[src/hdl/blackjack_pkg.sv]
package blackjack_pkg;

    // ------------------------------------------------------------
    // widths and card / score types
    // ------------------------------------------------------------
    typedef logic [3:0] card_t;     // 1 = ace, 10 = ten or face
    typedef logic [5:0] score_t;    // raw sum or best score of a hand
    typedef logic [3:0] bet_t;      // 1..15 coins

    // scoring rules
    localparam int BUST_LIMIT   = 21;   // above this a hand is bust
    localparam int DEALER_STAND = 17;   // dealer stops drawing here
    localparam int ACE_BONUS    = 10;   // one ace counted as 11

    // ------------------------------------------------------------
    // game phases
    // ------------------------------------------------------------
    typedef enum logic [2:0] {
        BETTING,
        DEAL,
        PLAYER_TURN,
        DEALER_TURN,
        DEALER_SETTLE,
        RESULT
    } game_state_t;

    // round outcome, also selects the payout
    typedef enum logic [2:0] {
        NONE,
        LOSE,
        DRAW,
        WIN,
        NATURAL_WIN
    } outcome_t;

endpackage

[src/hdl/card_shuffler.sv]
module card_shuffler import blackjack_pkg::*; #(
    parameter logic [15:0] SHUFFLE_SEED = 16'hACE1
) (
    input  logic  clk,
    input  logic  reset,
    output card_t card
);

    localparam logic [15:0] FEEDBACK_MASK = 16'hB400;

    logic [15:0] lfsr;
    logic [3:0]  rank;     // 0..12 after the modulo

    // galois lfsr, advances every cycle whether or not a card is drawn
    always_ff @(posedge clk or posedge reset) begin
        if (reset) begin
            lfsr <= SHUFFLE_SEED;
        end else if (lfsr[0]) begin
            lfsr <= (lfsr >> 1) ^ FEEDBACK_MASK;
        end else begin
            lfsr <= lfsr >> 1;
        end
    end

    // low nibble modulo 13, one subtract is enough for 0..15
    always_comb begin
        if (lfsr[3:0] >= 4'd13) begin
            rank = lfsr[3:0] - 4'd13;
        end else begin
            rank = lfsr[3:0];
        end
    end

    // jack, queen and king all count as ten
    always_comb begin
        if (rank >= 4'd9) begin
            card = card_t'(10);
        end else begin
            card = card_t'(rank + 4'd1);
        end
    end

endmodule

[src/hdl/hand_scorer.sv]
module hand_scorer import blackjack_pkg::*; (
    input  logic   clk,
    input  logic   reset,
    input  logic   clear,
    input  logic   add,
    input  card_t  card,
    output score_t score,
    output logic   natural
);

    score_t     raw_sum;        // every ace counted as 1
    logic       ace_seen;
    logic [1:0] card_count;     // saturates at 3

    score_t     sum_next;
    logic       ace_next;
    logic [1:0] count_next;
    score_t     best_next;

    // ------------------------------------------------------------
    // next hand values with the incoming card folded in
    // ------------------------------------------------------------
    always_comb begin
        sum_next   = raw_sum + score_t'(card);
        ace_next   = ace_seen | (card == card_t'(1));
        count_next = (card_count == 2'd3) ? card_count : card_count + 2'd1;

        // at most one ace can ever count as 11
        if (ace_next && (sum_next + score_t'(ACE_BONUS) <= score_t'(BUST_LIMIT))) begin
            best_next = sum_next + score_t'(ACE_BONUS);
        end else begin
            best_next = sum_next;
        end
    end

    always_ff @(posedge clk or posedge reset) begin
        if (reset) begin
            raw_sum    <= '0;
            ace_seen   <= 1'b0;
            card_count <= '0;
            score      <= '0;
        end else if (clear) begin
            raw_sum    <= '0;
            ace_seen   <= 1'b0;
            card_count <= '0;
            score      <= '0;
        end else if (add) begin
            raw_sum    <= sum_next;
            ace_seen   <= ace_next;
            card_count <= count_next;
            score      <= best_next;   // visible the cycle after add
        end
    end

    // two-card 21
    assign natural = (score == score_t'(BUST_LIMIT)) && (card_count == 2'd2);

endmodule

[src/hdl/game_fsm.sv]
module game_fsm import blackjack_pkg::*; (
    input  logic     clk,
    input  logic     reset,
    input  logic     hit,
    input  logic     stand,
    input  logic     next,
    input  logic     bet_taken,
    input  card_t    card,
    input  score_t   player_score,
    input  score_t   dealer_score,
    input  logic     player_natural,
    output logic     bet_window,
    output logic     hand_clear,
    output logic     player_add,
    output logic     dealer_add,
    output logic     settle,
    output logic     player_card_valid,
    output logic     dealer_card_valid,
    output logic     win,
    output logic     lose,
    output logic     draw,
    output card_t    player_card,
    output card_t    dealer_card,
    output outcome_t outcome
);

    game_state_t state;
    logic [1:0]  deal_idx;      // P, D, P, D
    logic        turn_wait;     // lets the player score settle
    logic        done;          // flags already raised this round
    outcome_t    outcome_next;

    assign done = win | lose | draw;

    // ------------------------------------------------------------
    // strobes decoded from the phase
    // ------------------------------------------------------------
    assign bet_window = (state == BETTING);
    assign hand_clear = (state == BETTING) && bet_taken;   // clears on entry to DEAL

    assign player_add = ((state == DEAL) && !deal_idx[0]) ||
                        ((state == PLAYER_TURN) && !turn_wait && hit && !stand &&
                         (player_score < score_t'(BUST_LIMIT)));
    assign dealer_add = ((state == DEAL) && deal_idx[0]) ||
                        ((state == DEALER_TURN) && (dealer_score < score_t'(DEALER_STAND)));

    // outcome rule, bust player loses even if dealer also busts
    always_comb begin
        if (player_score > score_t'(BUST_LIMIT)) begin
            outcome_next = LOSE;
        end else if ((dealer_score > score_t'(BUST_LIMIT)) || (player_score > dealer_score)) begin
            outcome_next = player_natural ? NATURAL_WIN : WIN;
        end else if (player_score == dealer_score) begin
            outcome_next = DRAW;
        end else begin
            outcome_next = LOSE;
        end
    end

    // ------------------------------------------------------------
    // phase register
    // ------------------------------------------------------------
    always_ff @(posedge clk or posedge reset) begin
        if (reset) begin
            state     <= BETTING;
            deal_idx  <= '0;
            turn_wait <= 1'b0;
            settle    <= 1'b0;
            win       <= 1'b0;
            lose      <= 1'b0;
            draw      <= 1'b0;
            outcome   <= NONE;
        end else begin
            settle <= 1'b0;
            case (state)
                BETTING: begin
                    if (bet_taken) begin
                        state    <= DEAL;
                        deal_idx <= '0;
                    end
                end
                DEAL: begin
                    deal_idx <= deal_idx + 2'd1;
                    if (deal_idx == 2'd3) begin
                        state     <= PLAYER_TURN;
                        turn_wait <= 1'b1;
                    end
                end
                PLAYER_TURN: begin
                    if (turn_wait) begin
                        turn_wait <= 1'b0;           // hits dropped here
                    end else if (player_score > score_t'(BUST_LIMIT)) begin
                        state <= RESULT;
                    end else if (stand || (player_score == score_t'(BUST_LIMIT))) begin
                        state <= DEALER_TURN;
                    end else if (hit) begin
                        turn_wait <= 1'b1;
                    end
                end
                DEALER_TURN: begin
                    if (dealer_score < score_t'(DEALER_STAND)) begin
                        state <= DEALER_SETTLE;      // card taken this cycle
                    end else begin
                        state <= RESULT;
                    end
                end
                DEALER_SETTLE: state <= DEALER_TURN;
                RESULT: begin
                    if (!done) begin
                        outcome <= outcome_next;
                        settle  <= 1'b1;
                        win     <= (outcome_next == WIN) || (outcome_next == NATURAL_WIN);
                        lose    <= (outcome_next == LOSE);
                        draw    <= (outcome_next == DRAW);
                    end else if (next) begin
                        state   <= BETTING;
                        outcome <= NONE;
                        win     <= 1'b0;
                        lose    <= 1'b0;
                        draw    <= 1'b0;
                    end
                end
                default: state <= BETTING;
            endcase
        end
    end

    // registered copies of each dealt card
    always_ff @(posedge clk or posedge reset) begin
        if (reset) begin
            player_card_valid <= 1'b0;
            dealer_card_valid <= 1'b0;
        end else begin
            player_card_valid <= player_add;
            dealer_card_valid <= dealer_add;
        end
    end

    always_ff @(posedge clk) begin
        if (player_add) begin
            player_card <= card;
        end
        if (dealer_add) begin
            dealer_card <= card;
        end
    end

endmodule

[src/hdl/coin_bank.sv]
module coin_bank import blackjack_pkg::*; #(
    parameter int COIN_WIDTH  = 8,
    parameter int START_COINS = 30
) (
    input  logic                  clk,
    input  logic                  reset,
    input  logic                  bet_window,
    input  logic                  settle,
    input  bet_t                  bet,
    input  outcome_t              outcome,
    output logic                  bet_taken,
    output logic [COIN_WIDTH-1:0] coins
);

    bet_t                stake;        // held until settle
    logic [COIN_WIDTH:0] payout;
    logic [COIN_WIDTH:0] purse_sum;    // one spare bit to catch overflow

    // a bet must be nonzero and covered by the purse
    assign bet_taken = bet_window && (bet != '0) && (COIN_WIDTH'(bet) <= coins);

    // ------------------------------------------------------------
    // payout table
    // ------------------------------------------------------------
    always_comb begin
        case (outcome)
            NATURAL_WIN: payout = (COIN_WIDTH + 1)'(stake) << 2;
            WIN:         payout = (COIN_WIDTH + 1)'(stake) << 1;
            DRAW:        payout = (COIN_WIDTH + 1)'(stake);
            default:     payout = '0;     // lose keeps nothing
        endcase
        purse_sum = {1'b0, coins} + payout;
    end

    always_ff @(posedge clk or posedge reset) begin
        if (reset) begin
            coins <= COIN_WIDTH'(START_COINS);
        end else if (bet_taken) begin
            coins <= coins - COIN_WIDTH'(bet);
        end else if (settle) begin
            if (purse_sum[COIN_WIDTH]) begin
                coins <= '1;                 // saturate at full purse
            end else begin
                coins <= purse_sum[COIN_WIDTH-1:0];
            end
        end
    end

    always_ff @(posedge clk) begin
        if (bet_taken) begin
            stake <= bet;
        end
    end

endmodule

[src/hdl/blackjack_top.sv]
module blackjack_top import blackjack_pkg::*; #(
    parameter int          COIN_WIDTH   = 8,
    parameter int          START_COINS  = 30,
    parameter logic [15:0] SHUFFLE_SEED = 16'hACE1
) (
    input  logic                  clk,
    input  logic                  reset,
    input  logic                  hit,
    input  logic                  stand,
    input  logic                  next,
    input  bet_t                  bet,
    output card_t                 player_card,
    output card_t                 dealer_card,
    output logic                  player_card_valid,
    output logic                  dealer_card_valid,
    output score_t                player_score,
    output score_t                dealer_score,
    output logic [COIN_WIDTH-1:0] coins,
    output logic                  win,
    output logic                  lose,
    output logic                  draw
);

    card_t    card;
    logic     bet_window;
    logic     bet_taken;
    logic     hand_clear;
    logic     player_add;
    logic     dealer_add;
    logic     player_natural;
    logic     settle;
    outcome_t outcome;

    card_shuffler #(
        .SHUFFLE_SEED (SHUFFLE_SEED)
    ) u_shuffler (
        .clk   (clk),
        .reset (reset),
        .card  (card)
    );

    // ------------------------------------------------------------
    // one scorer per hand, both fed from the shared card
    // ------------------------------------------------------------
    hand_scorer u_player_hand (
        .clk     (clk),
        .reset   (reset),
        .clear   (hand_clear),
        .add     (player_add),
        .card    (card),
        .score   (player_score),
        .natural (player_natural)
    );

    hand_scorer u_dealer_hand (
        .clk     (clk),
        .reset   (reset),
        .clear   (hand_clear),
        .add     (dealer_add),
        .card    (card),
        .score   (dealer_score),
        .natural ()
    );

    game_fsm u_fsm (
        .clk               (clk),
        .reset             (reset),
        .hit               (hit),
        .stand             (stand),
        .next              (next),
        .bet_taken         (bet_taken),
        .card              (card),
        .player_score      (player_score),
        .dealer_score      (dealer_score),
        .player_natural    (player_natural),
        .bet_window        (bet_window),
        .hand_clear        (hand_clear),
        .player_add        (player_add),
        .dealer_add        (dealer_add),
        .settle            (settle),
        .player_card_valid (player_card_valid),
        .dealer_card_valid (dealer_card_valid),
        .win               (win),
        .lose              (lose),
        .draw              (draw),
        .player_card       (player_card),
        .dealer_card       (dealer_card),
        .outcome           (outcome)
    );

    coin_bank #(
        .COIN_WIDTH  (COIN_WIDTH),
        .START_COINS (START_COINS)
    ) u_bank (
        .clk        (clk),
        .reset      (reset),
        .bet_window (bet_window),
        .settle     (settle),
        .bet        (bet),
        .outcome    (outcome),
        .bet_taken  (bet_taken),
        .coins      (coins)
    );

endmodule

[config.mk]
export PLATFORM = sky130hd
export DESIGN_NAME = blackjack_top
export DESIGN_NICKNAME = d
export VERILOG_FILES = /design/src/hdl/blackjack_pkg.sv /design/src/hdl/card_shuffler.sv /design/src/hdl/hand_scorer.sv /design/src/hdl/game_fsm.sv /design/src/hdl/coin_bank.sv /design/src/hdl/blackjack_top.sv
export SDC_FILE = /design/constraint.sdc
export NUM_CORES = 1
export LEC_CHECK = 0
export BUFFER_PORTS_ARGS = -buffer_cell sky130_fd_sc_hd__buf_2
export CORE_MARGIN = 3
export CORE_UTILIZATION = 55
export CTS_BUF_LIST = sky130_fd_sc_hd__clkbuf_4
export DETAILED_ROUTE_END_ITERATION = 7
export GPL_TIMING_DRIVEN = 0
export MAX_ROUTING_LAYER = met4
export PLACE_DENSITY = 0.72
export RECOVER_POWER = 100
export SYNTH_ARGS = -nofsm -noshare
export SYNTH_HDL_FRONTEND = slang
export SYNTH_SLANG_ARGS = --single-unit
[constraint.sdc]
create_clock -name clk -period 7.51 [get_ports clk]
set_input_delay 0.3755 -clock clk [delete_from_list [all_inputs] [get_ports clk]]
set_output_delay 0.3755 -clock clk [all_outputs]
set_load 0.1 [all_outputs]
==> impl_metrics.json, run 1 <==
{
  "clock-skew-final_ns": 0.0193,
  "rr_worst_depth": 20,
  "drc": 0,
  "grt_overflow": 0,
  "worst_pin_slew_ns": 1.85,
  "worstPathArrival_ns": 6.03,
  "ios": 42,
  "vias": 3873,
  "r2r_slack_ns": 1.81,
  "grt_pass1_vias": 3619,
  "crit_chain": "clkbuf_1 -> inv_1 -> ha_1 -> nand2b_1 -> nand3_1 -> xnor2_1 -> inv_1 -> ha_1 -> a31oi_1 -> or2_0 -> inv_1 -> fa_1 -> nand2b_1 -> a21oi_1 -> xnor2_1 -> mux2_1 -> a222oi_1 -> clkbuf_1 -> a31oi_1 -> o31a_1",
  "ctsHoldBuffers": 0,
  "setup_viol": 0,
  "finalMaxSlewViolations": 36,
  "start_util_pct": 57.8,
  "vias_per_cell": 5.80,
  "fmax_mhz": 175,
  "antenna_found_initial": 0,
  "area_delta_synth_final_pct": 7.57,
  "post_cts_buffers": 0,
  "cts.sinks": 77,
  "path_buf_inv": 5,
  "cpMostUsedCell": "inv_1",
  "gp_congestion": 0.883,
  "routed_wirelength_um": 10400,
  "ant_nets": 0,
  "crit_path_max_incr_delay_ns": 0.56,
  "ir_drop_uv": 204,
  "yosys.cell_types.count": 75,
  "diodes": 0,
  "drt_iter0_markers": 162,
  "hp-class": "in2reg",
  "yosys_most_used_dff": "dfrtp_1",
  "cpMaxStageDelayCell": "dfstp_1",
  "final_nets": 605,
  "dieArea_um2": 9960,
  "core-area_um2": 8380,
  "syn_avg_cell_area_um2": 9.59,
  "holdPathStages": 1,
  "first_pass_iters": 4,
  "cts_root_buffer": "clkbuf_4",
  "min_to": "u_bank.stake[2]",
  "wire_per_inst_um": 15.5,
  "yosys_warnings": 0,
  "synth_edf_count": 12,
  "synth_cells": 505,
  "place_hpwl_um": 7690,
  "drv_cap": 1,
  "synth.cell_area_um2": 4840,
  "crit_path_start_kind": "flip-flop",
  "grt_usage_pct": 22.5,
  "tns_ns": 0,
  "worstSetupPathType": "reg2reg",
  "hold_viol": 0,
  "layout_common_cells": "53 x dfrtp_1, 49 x nand2_1, 48 x clkbuf_1",
  "powerDensity_nw_per_um2": 431,
  "rows": 33,
  "critPathTopFamily": "compound AO/OA/AOI/OAI gates",
  "hold_start": "bet[2]",
  "power_mw": 2.24,
  "num-fill-cells": 762,
  "critical_path.max_fanout": 10,
  "clk_path_buf_depth": 2,
  "cp-end-kind": "flip-flop",
  "ys_ff_latch": 77,
  "die_y_um": 99.8,
  "htreeDepth": 3,
  "reg2reg_from": "u_shuffler.lfsr[0]",
  "rr_endpoint": "u_player_hand.score[4]",
  "drive_gt1_share_pct": 7.64,
  "period_share_pct": 75.9,
  "cp_data_required_time_ns": 7.84,
  "path_clk_slew_ns": 0.13,
  "timing.slew.headroom_pct": -23.4,
  "cts_tree": "yes",
  "mostFrequentLayoutCell": "dfrtp_1",
  "grt_pass1_wl_um": 17500,
  "port_buffers": 41,
  "fin_crit_ns": 5.70,
  "die_x_um": 99.8,
  "leakage_nw": 2.34,
  "rsz0062_at_grt": "false",
  "async_flop_share_pct": 84.4,
  "clk_latency_ns": 0.43,
  "outcome": "complete, but fails checks",
  "cts_resized": 0,
  "grt_max_degree": 36,
  "syn_nets": 552,
  "violations": "max-capacitance violations, max-slew violations",
  "post-route-util_pct": 62.1,
  "seq_area_frac_synth_pct": 41.4,
  "cts_buffers": 9
}
through the flow:
stage / hold slack, ns / worst slack, ns / cells / instance area (um2)
finish: 0.206 / 1.81 / 668 / 5210
global route: 0.192 / 1.23 / 668 / 5210
global placement: 0.339 / 2.31 / 651 / 5180
floorplan: 0.331 / 2.92 / 505 / 4840
CTS: 0.0435 / 2.14 / 668 / 5330
detailed placement: 0.339 / 2.21 / 652 / 5200
worst max path at each step:
| stage | startpoint | to | slack (ns) | cells past startpoint |
|---|---|---|---|---|
| 5_1_grt | u_shuffler.lfsr[0] | u_player_hand.score[4] | 1.23 | 20 |
| 2_1_floorplan | u_shuffler.lfsr[0] | u_player_hand.score[4] | 2.92 | 22 |
| 4_1_cts | u_shuffler.lfsr[0] | u_dealer_hand.score[1] | 2.14 | 23 |
| 3_3_place_gp | u_shuffler.lfsr[0] | u_dealer_hand.score[1] | 2.31 | 23 |
| 3_5_place_dp | u_shuffler.lfsr[0] | u_dealer_hand.score[1] | 2.21 | 23 |
| 6_report | u_shuffler.lfsr[0] | u_player_hand.score[4] | 1.81 | 20 |
cell type report:
type	instances	area [um2]	area share [%]
plain buffers	15	73.8	1.42
flip-flops and latches	77	2000	38.4
well taps	105	131	2.52
repair buffers	42	163	3.12
clock inverters	7	62.6	1.20
clock buffers	9	67.6	1.30
multi-input cells	364	2520	48.4
inverters	49	185	3.56
logic make-up after synthesis:
kind of cell / Yosys count / synth area share (%)
adder cells (fa/ha/maj): 38 / 10.4
flip-flops: 77 / 41.4
AND/OR/NAND/NOR: 155 / 16.2
XOR/XNOR: 19 / 4.06
AO/OA/AOI/OAI: 139 / 19.7
multiplexers: 13 / 2.74
buffers and inverters: 64 / 5.56
power breakdown:
| part | leakage [nW] | internal [mW] | switching [mW] |
|---|---|---|---|
| Clock | 0.0755 | 0.0997 | 0.147 |
| Combinational | 1.34 | 0.366 | 0.969 |
| Sequential | 0.927 | 0.552 | 0.111 |
registers in the layout (all words and copies together), names as in the netlist, 5 cells and up:
signal and count:
u_dealer_hand.score 5, u_bank.coins 8, u_player_hand.score 5, u_player_hand.raw_sum 6, u_dealer_hand.raw_sum 6, u_shuffler.lfsr 16
synth_stat cells, types with 3 or more instances:
| cell type | count | area share (%) |
|---|---|---|
| a211oi_1 | 6 | 0.93 |
| a21boi_0 | 3 | 0.47 |
| a21o_1 | 15 | 2.3 |
| a21oi_1 | 27 | 2.8 |
| a22o_1 | 7 | 1.3 |
| a31oi_1 | 5 | 0.65 |
| and2_1 | 4 | 0.52 |
| and3_1 | 5 | 0.65 |
| and4_1 | 3 | 0.54 |
| buf_2 | 3 | 0.31 |
| buf_4 | 3 | 0.47 |
| clkbuf_1 | 7 | 0.54 |
| dfrtp_1 | 53 | 27 |
| dfstp_2 | 12 | 6.5 |
| edfxtp_1 | 12 | 7.4 |
| fa_1 | 4 | 1.7 |
| ha_1 | 34 | 8.8 |
| inv_1 | 46 | 3.6 |
| mux2i_1 | 11 | 2.3 |
| nand2_1 | 49 | 3.8 |
| nand2b_1 | 8 | 1.0 |
| nand3_1 | 18 | 1.9 |
| nand4_1 | 3 | 0.39 |
| nand4b_1 | 3 | 0.54 |
| nor2_1 | 24 | 1.9 |
| nor2b_1 | 6 | 0.78 |
| nor3_1 | 10 | 1.0 |
| nor3b_1 | 3 | 0.47 |
| nor4_1 | 4 | 0.52 |
| o211a_1 | 3 | 0.62 |
| o211ai_1 | 3 | 0.47 |
| o21a_1 | 6 | 0.93 |
| o21ai_0 | 32 | 3.3 |
| o221ai_1 | 3 | 0.54 |
| o22ai_1 | 3 | 0.39 |
| o31ai_1 | 5 | 0.78 |
| or2_2 | 3 | 0.39 |
| or3_1 | 4 | 0.52 |
| xnor2_1 | 7 | 1.3 |
| xor2_1 | 8 | 1.4 |
layer usage:
layer	part of all wire [%]	track usage (%)	wire, um	vias to the layer above
met2	48	35.7	4980	65
met4	2.1	7.98	216	0
li1	-	-	-	1913
met5	0	-	0	-
met1	46	29.3	4810	1871
met3	3.4	3.82	356	24
(Power assumes the default switching activity.)
==> run 2, diff against run 1 <==
- PLACE_DENSITY: 0.72 -> 0.75
- clock period: 7.51 -> 5.1 ns (I/O delays scaled with it)
==> run 2 against run 1 <==
  * The run still ends with max-capacitance violations, max-slew violations left
  * Core utilization up 2.3 points
  * Sequential power up 47%
  * Worst hold slack worse by 0.14 ns
  * Maximum frequency up 19%
  * Routed wire length up 1.4%
  * Design area up 3.6%
  * Register-to-register slack worse by 1.5 ns
  * Final cell count up 0.75%
  * Non-clock buffer count up 5
  * Global-route usage up 0.46 points
  * Combinational power up 50%
  * Die area unchanged
==> impl_metrics.json, run 2 (synthesis results as in run 1) <==
{
  "vias_per_cell": 5.83,
  "violations": "max-capacitance violations, max-slew violations",
  "cts.sinks": 77,
  "path_clk_slew_ns": 0.14,
  "cp_data_required_time_ns": 5.44,
  "cpMostUsedCell": "inv_1",
  "hp-class": "in2reg",
  "grt_usage_pct": 22.9,
  "cp-end-kind": "flip-flop",
  "drive_gt1_share_pct": 11.8,
  "cts_tree": "yes",
  "num-fill-cells": 716,
  "clk_latency_ns": 0.44,
  "largestRegisters": "u_shuffler.lfsr: 16 flops, u_bank.coins: 8 flops",
  "die_x_um": 99.8,
  "antenna_found_initial": 0,
  "clock-skew-final_ns": 0.0234,
  "period_share_pct": 94.3,
  "core-area_um2": 8380,
  "grt_pass1_vias": 3842,
  "port_buffers": 41,
  "fin_crit_ns": 4.81,
  "worstPathArrival_ns": 5.15,
  "dieArea_um2": 9960,
  "worst_pin_slew_ns": 2.34,
  "grt_overflow": 0,
  "crit_path_max_incr_delay_ns": 0.57,
  "clk_path_buf_depth": 2,
  "die_y_um": 99.8,
  "grt_max_degree": 43,
  "critical_path.max_fanout": 10,
  "leakage_nw": 2.41,
  "crit_chain": "buf_6 -> inv_1 -> ha_2 -> nand2b_4 -> nand3_2 -> o21ai_2 -> inv_1 -> ha_1 -> inv_1 -> a31oi_1 -> nor2_2 -> ha_2 -> inv_1 -> fa_1 -> xor2_2 -> inv_1 -> ha_1 -> inv_1 -> nor3_1 -> mux2i_1 -> o2111a_2 -> and4_1 -> a221o_1",
  "mostFrequentLayoutCell": "dfrtp_1",
  "fmax_mhz": 208,
  "outcome": "complete, but fails checks",
  "routed_wirelength_um": 10500,
  "ir_drop_uv": 359,
  "first_pass_iters": 5,
  "hold_viol": 0,
  "layout_common_cells": "53 x dfrtp_1, 49 x nand2_1, 47 x inv_1, 47 x clkbuf_1",
  "worstSetupPathType": "reg2reg",
  "powerDensity_nw_per_um2": 637,
  "crit_path_start_kind": "flip-flop",
  "cpMaxStageDelayCell": "dfstp_2",
  "drc": 0,
  "setup_viol": 0,
  "start_util_pct": 57.8,
  "post-route-util_pct": 64.4,
  "ios": 42,
  "power_mw": 3.44,
  "whs_ns": 0.0707,
  "cts_root_buffer": "clkbuf_4",
  "largest_reg_flops": 16,
  "drt_iter0_markers": 164,
  "finalMaxSlewViolations": 43,
  "tns_ns": 0,
  "gp_congestion": 0.887,
  "timing.slew.headroom_pct": -56.1,
  "top_register": "u_shuffler.lfsr",
  "ant_nets": 0,
  "drv_cap": 1,
  "cts_buffers": 9,
  "diodes": 0,
  "grt_pass1_wl_um": 17800,
  "final_nets": 610,
  "wire_per_inst_um": 15.6,
  "place_hpwl_um": 7660,
  "rows": 33,
  "htreeDepth": 3,
  "vias": 3925,
  "area_delta_synth_final_pct": 11.5,
  "fin_area_um2": 5400,
  "place_area_um2": 5200
}
[run 2: timing repair]
item                                    CTS  global route
hold buffers                              1             0
cloned                                    0             1
setup buffers                             0             3
hold endpoints to repair                 15             0
resized for setup                         4            10
endpoints found under the setup margin    8            10
pin swaps                                 1             5
[run 2: final cells by class]
class,instances,area [um2],area share [%]
inverters,49,185,3.43
multi-input cells,364,2600,48.2
repair buffers,47,206,3.83
flip-flops and latches,77,2000,37.1
well taps,105,131,2.43
clock inverters,6,111,2.06
plain buffers,15,83.8,1.55
clock buffers,10,75.1,1.39
[run 2: worst paths after layout]
kind,end,depth (start not counted),from,slack (ns)
min in group asynchronous,u_bank.coins[6],3,reset,0.52
max in group asynchronous,u_fsm.deal_idx[0],4,reset,1.90
worst max register to register,u_dealer_hand.score[1],23,u_shuffler.lfsr[0],0.29
worst min-delay path,u_bank.stake[3],1,bet[3],0.07
worst min register to register,u_shuffler.lfsr[7],0,u_shuffler.lfsr[8],0.35
worst max-delay path,u_dealer_hand.score[1],23,u_shuffler.lfsr[0],0.29
[run 2: critical path, delay by kind of cell (launching register included)]
family                   cells  cell delay [ns]
multiplexers                 1             0.11
adder cells (fa/ha/maj)      5             1.44
flip-flops                   1             0.57
buffers and inverters        7             0.61
AND/OR/NAND/NOR              5             0.88
AO/OA/AOI/OAI                4             0.89
XOR/XNOR                     1             0.23
[run 2: per-layer routing]
layer | routed length, um | vias to the layer above | track usage [%]
met5 | 0 | - | -
met4 | 183 | 0 | 9.35
met3 | 388 | 18 | 2.78
met2 | 5250 | 87 | 37.6
met1 | 4690 | 1900 | 29.0
li1 | - | 1920 | -
[run 2: power by group]
group	leakage, nW	internal (mW)	switching [mW]	total [mW]
combinational	1.39	0.558	1.43	1.99
clock	0.0966	0.254	0.222	0.475
sequential	0.927	0.812	0.162	0.975
[run 2: through the flow]
step / std cells / setup slack, ns
floorplan: 505 / 0.506
global placement: 651 / -0.162
detailed placement: 652 / -0.323
CTS: 669 / 0.0248
global route: 673 / -0.0450
finish: 673 / 0.293
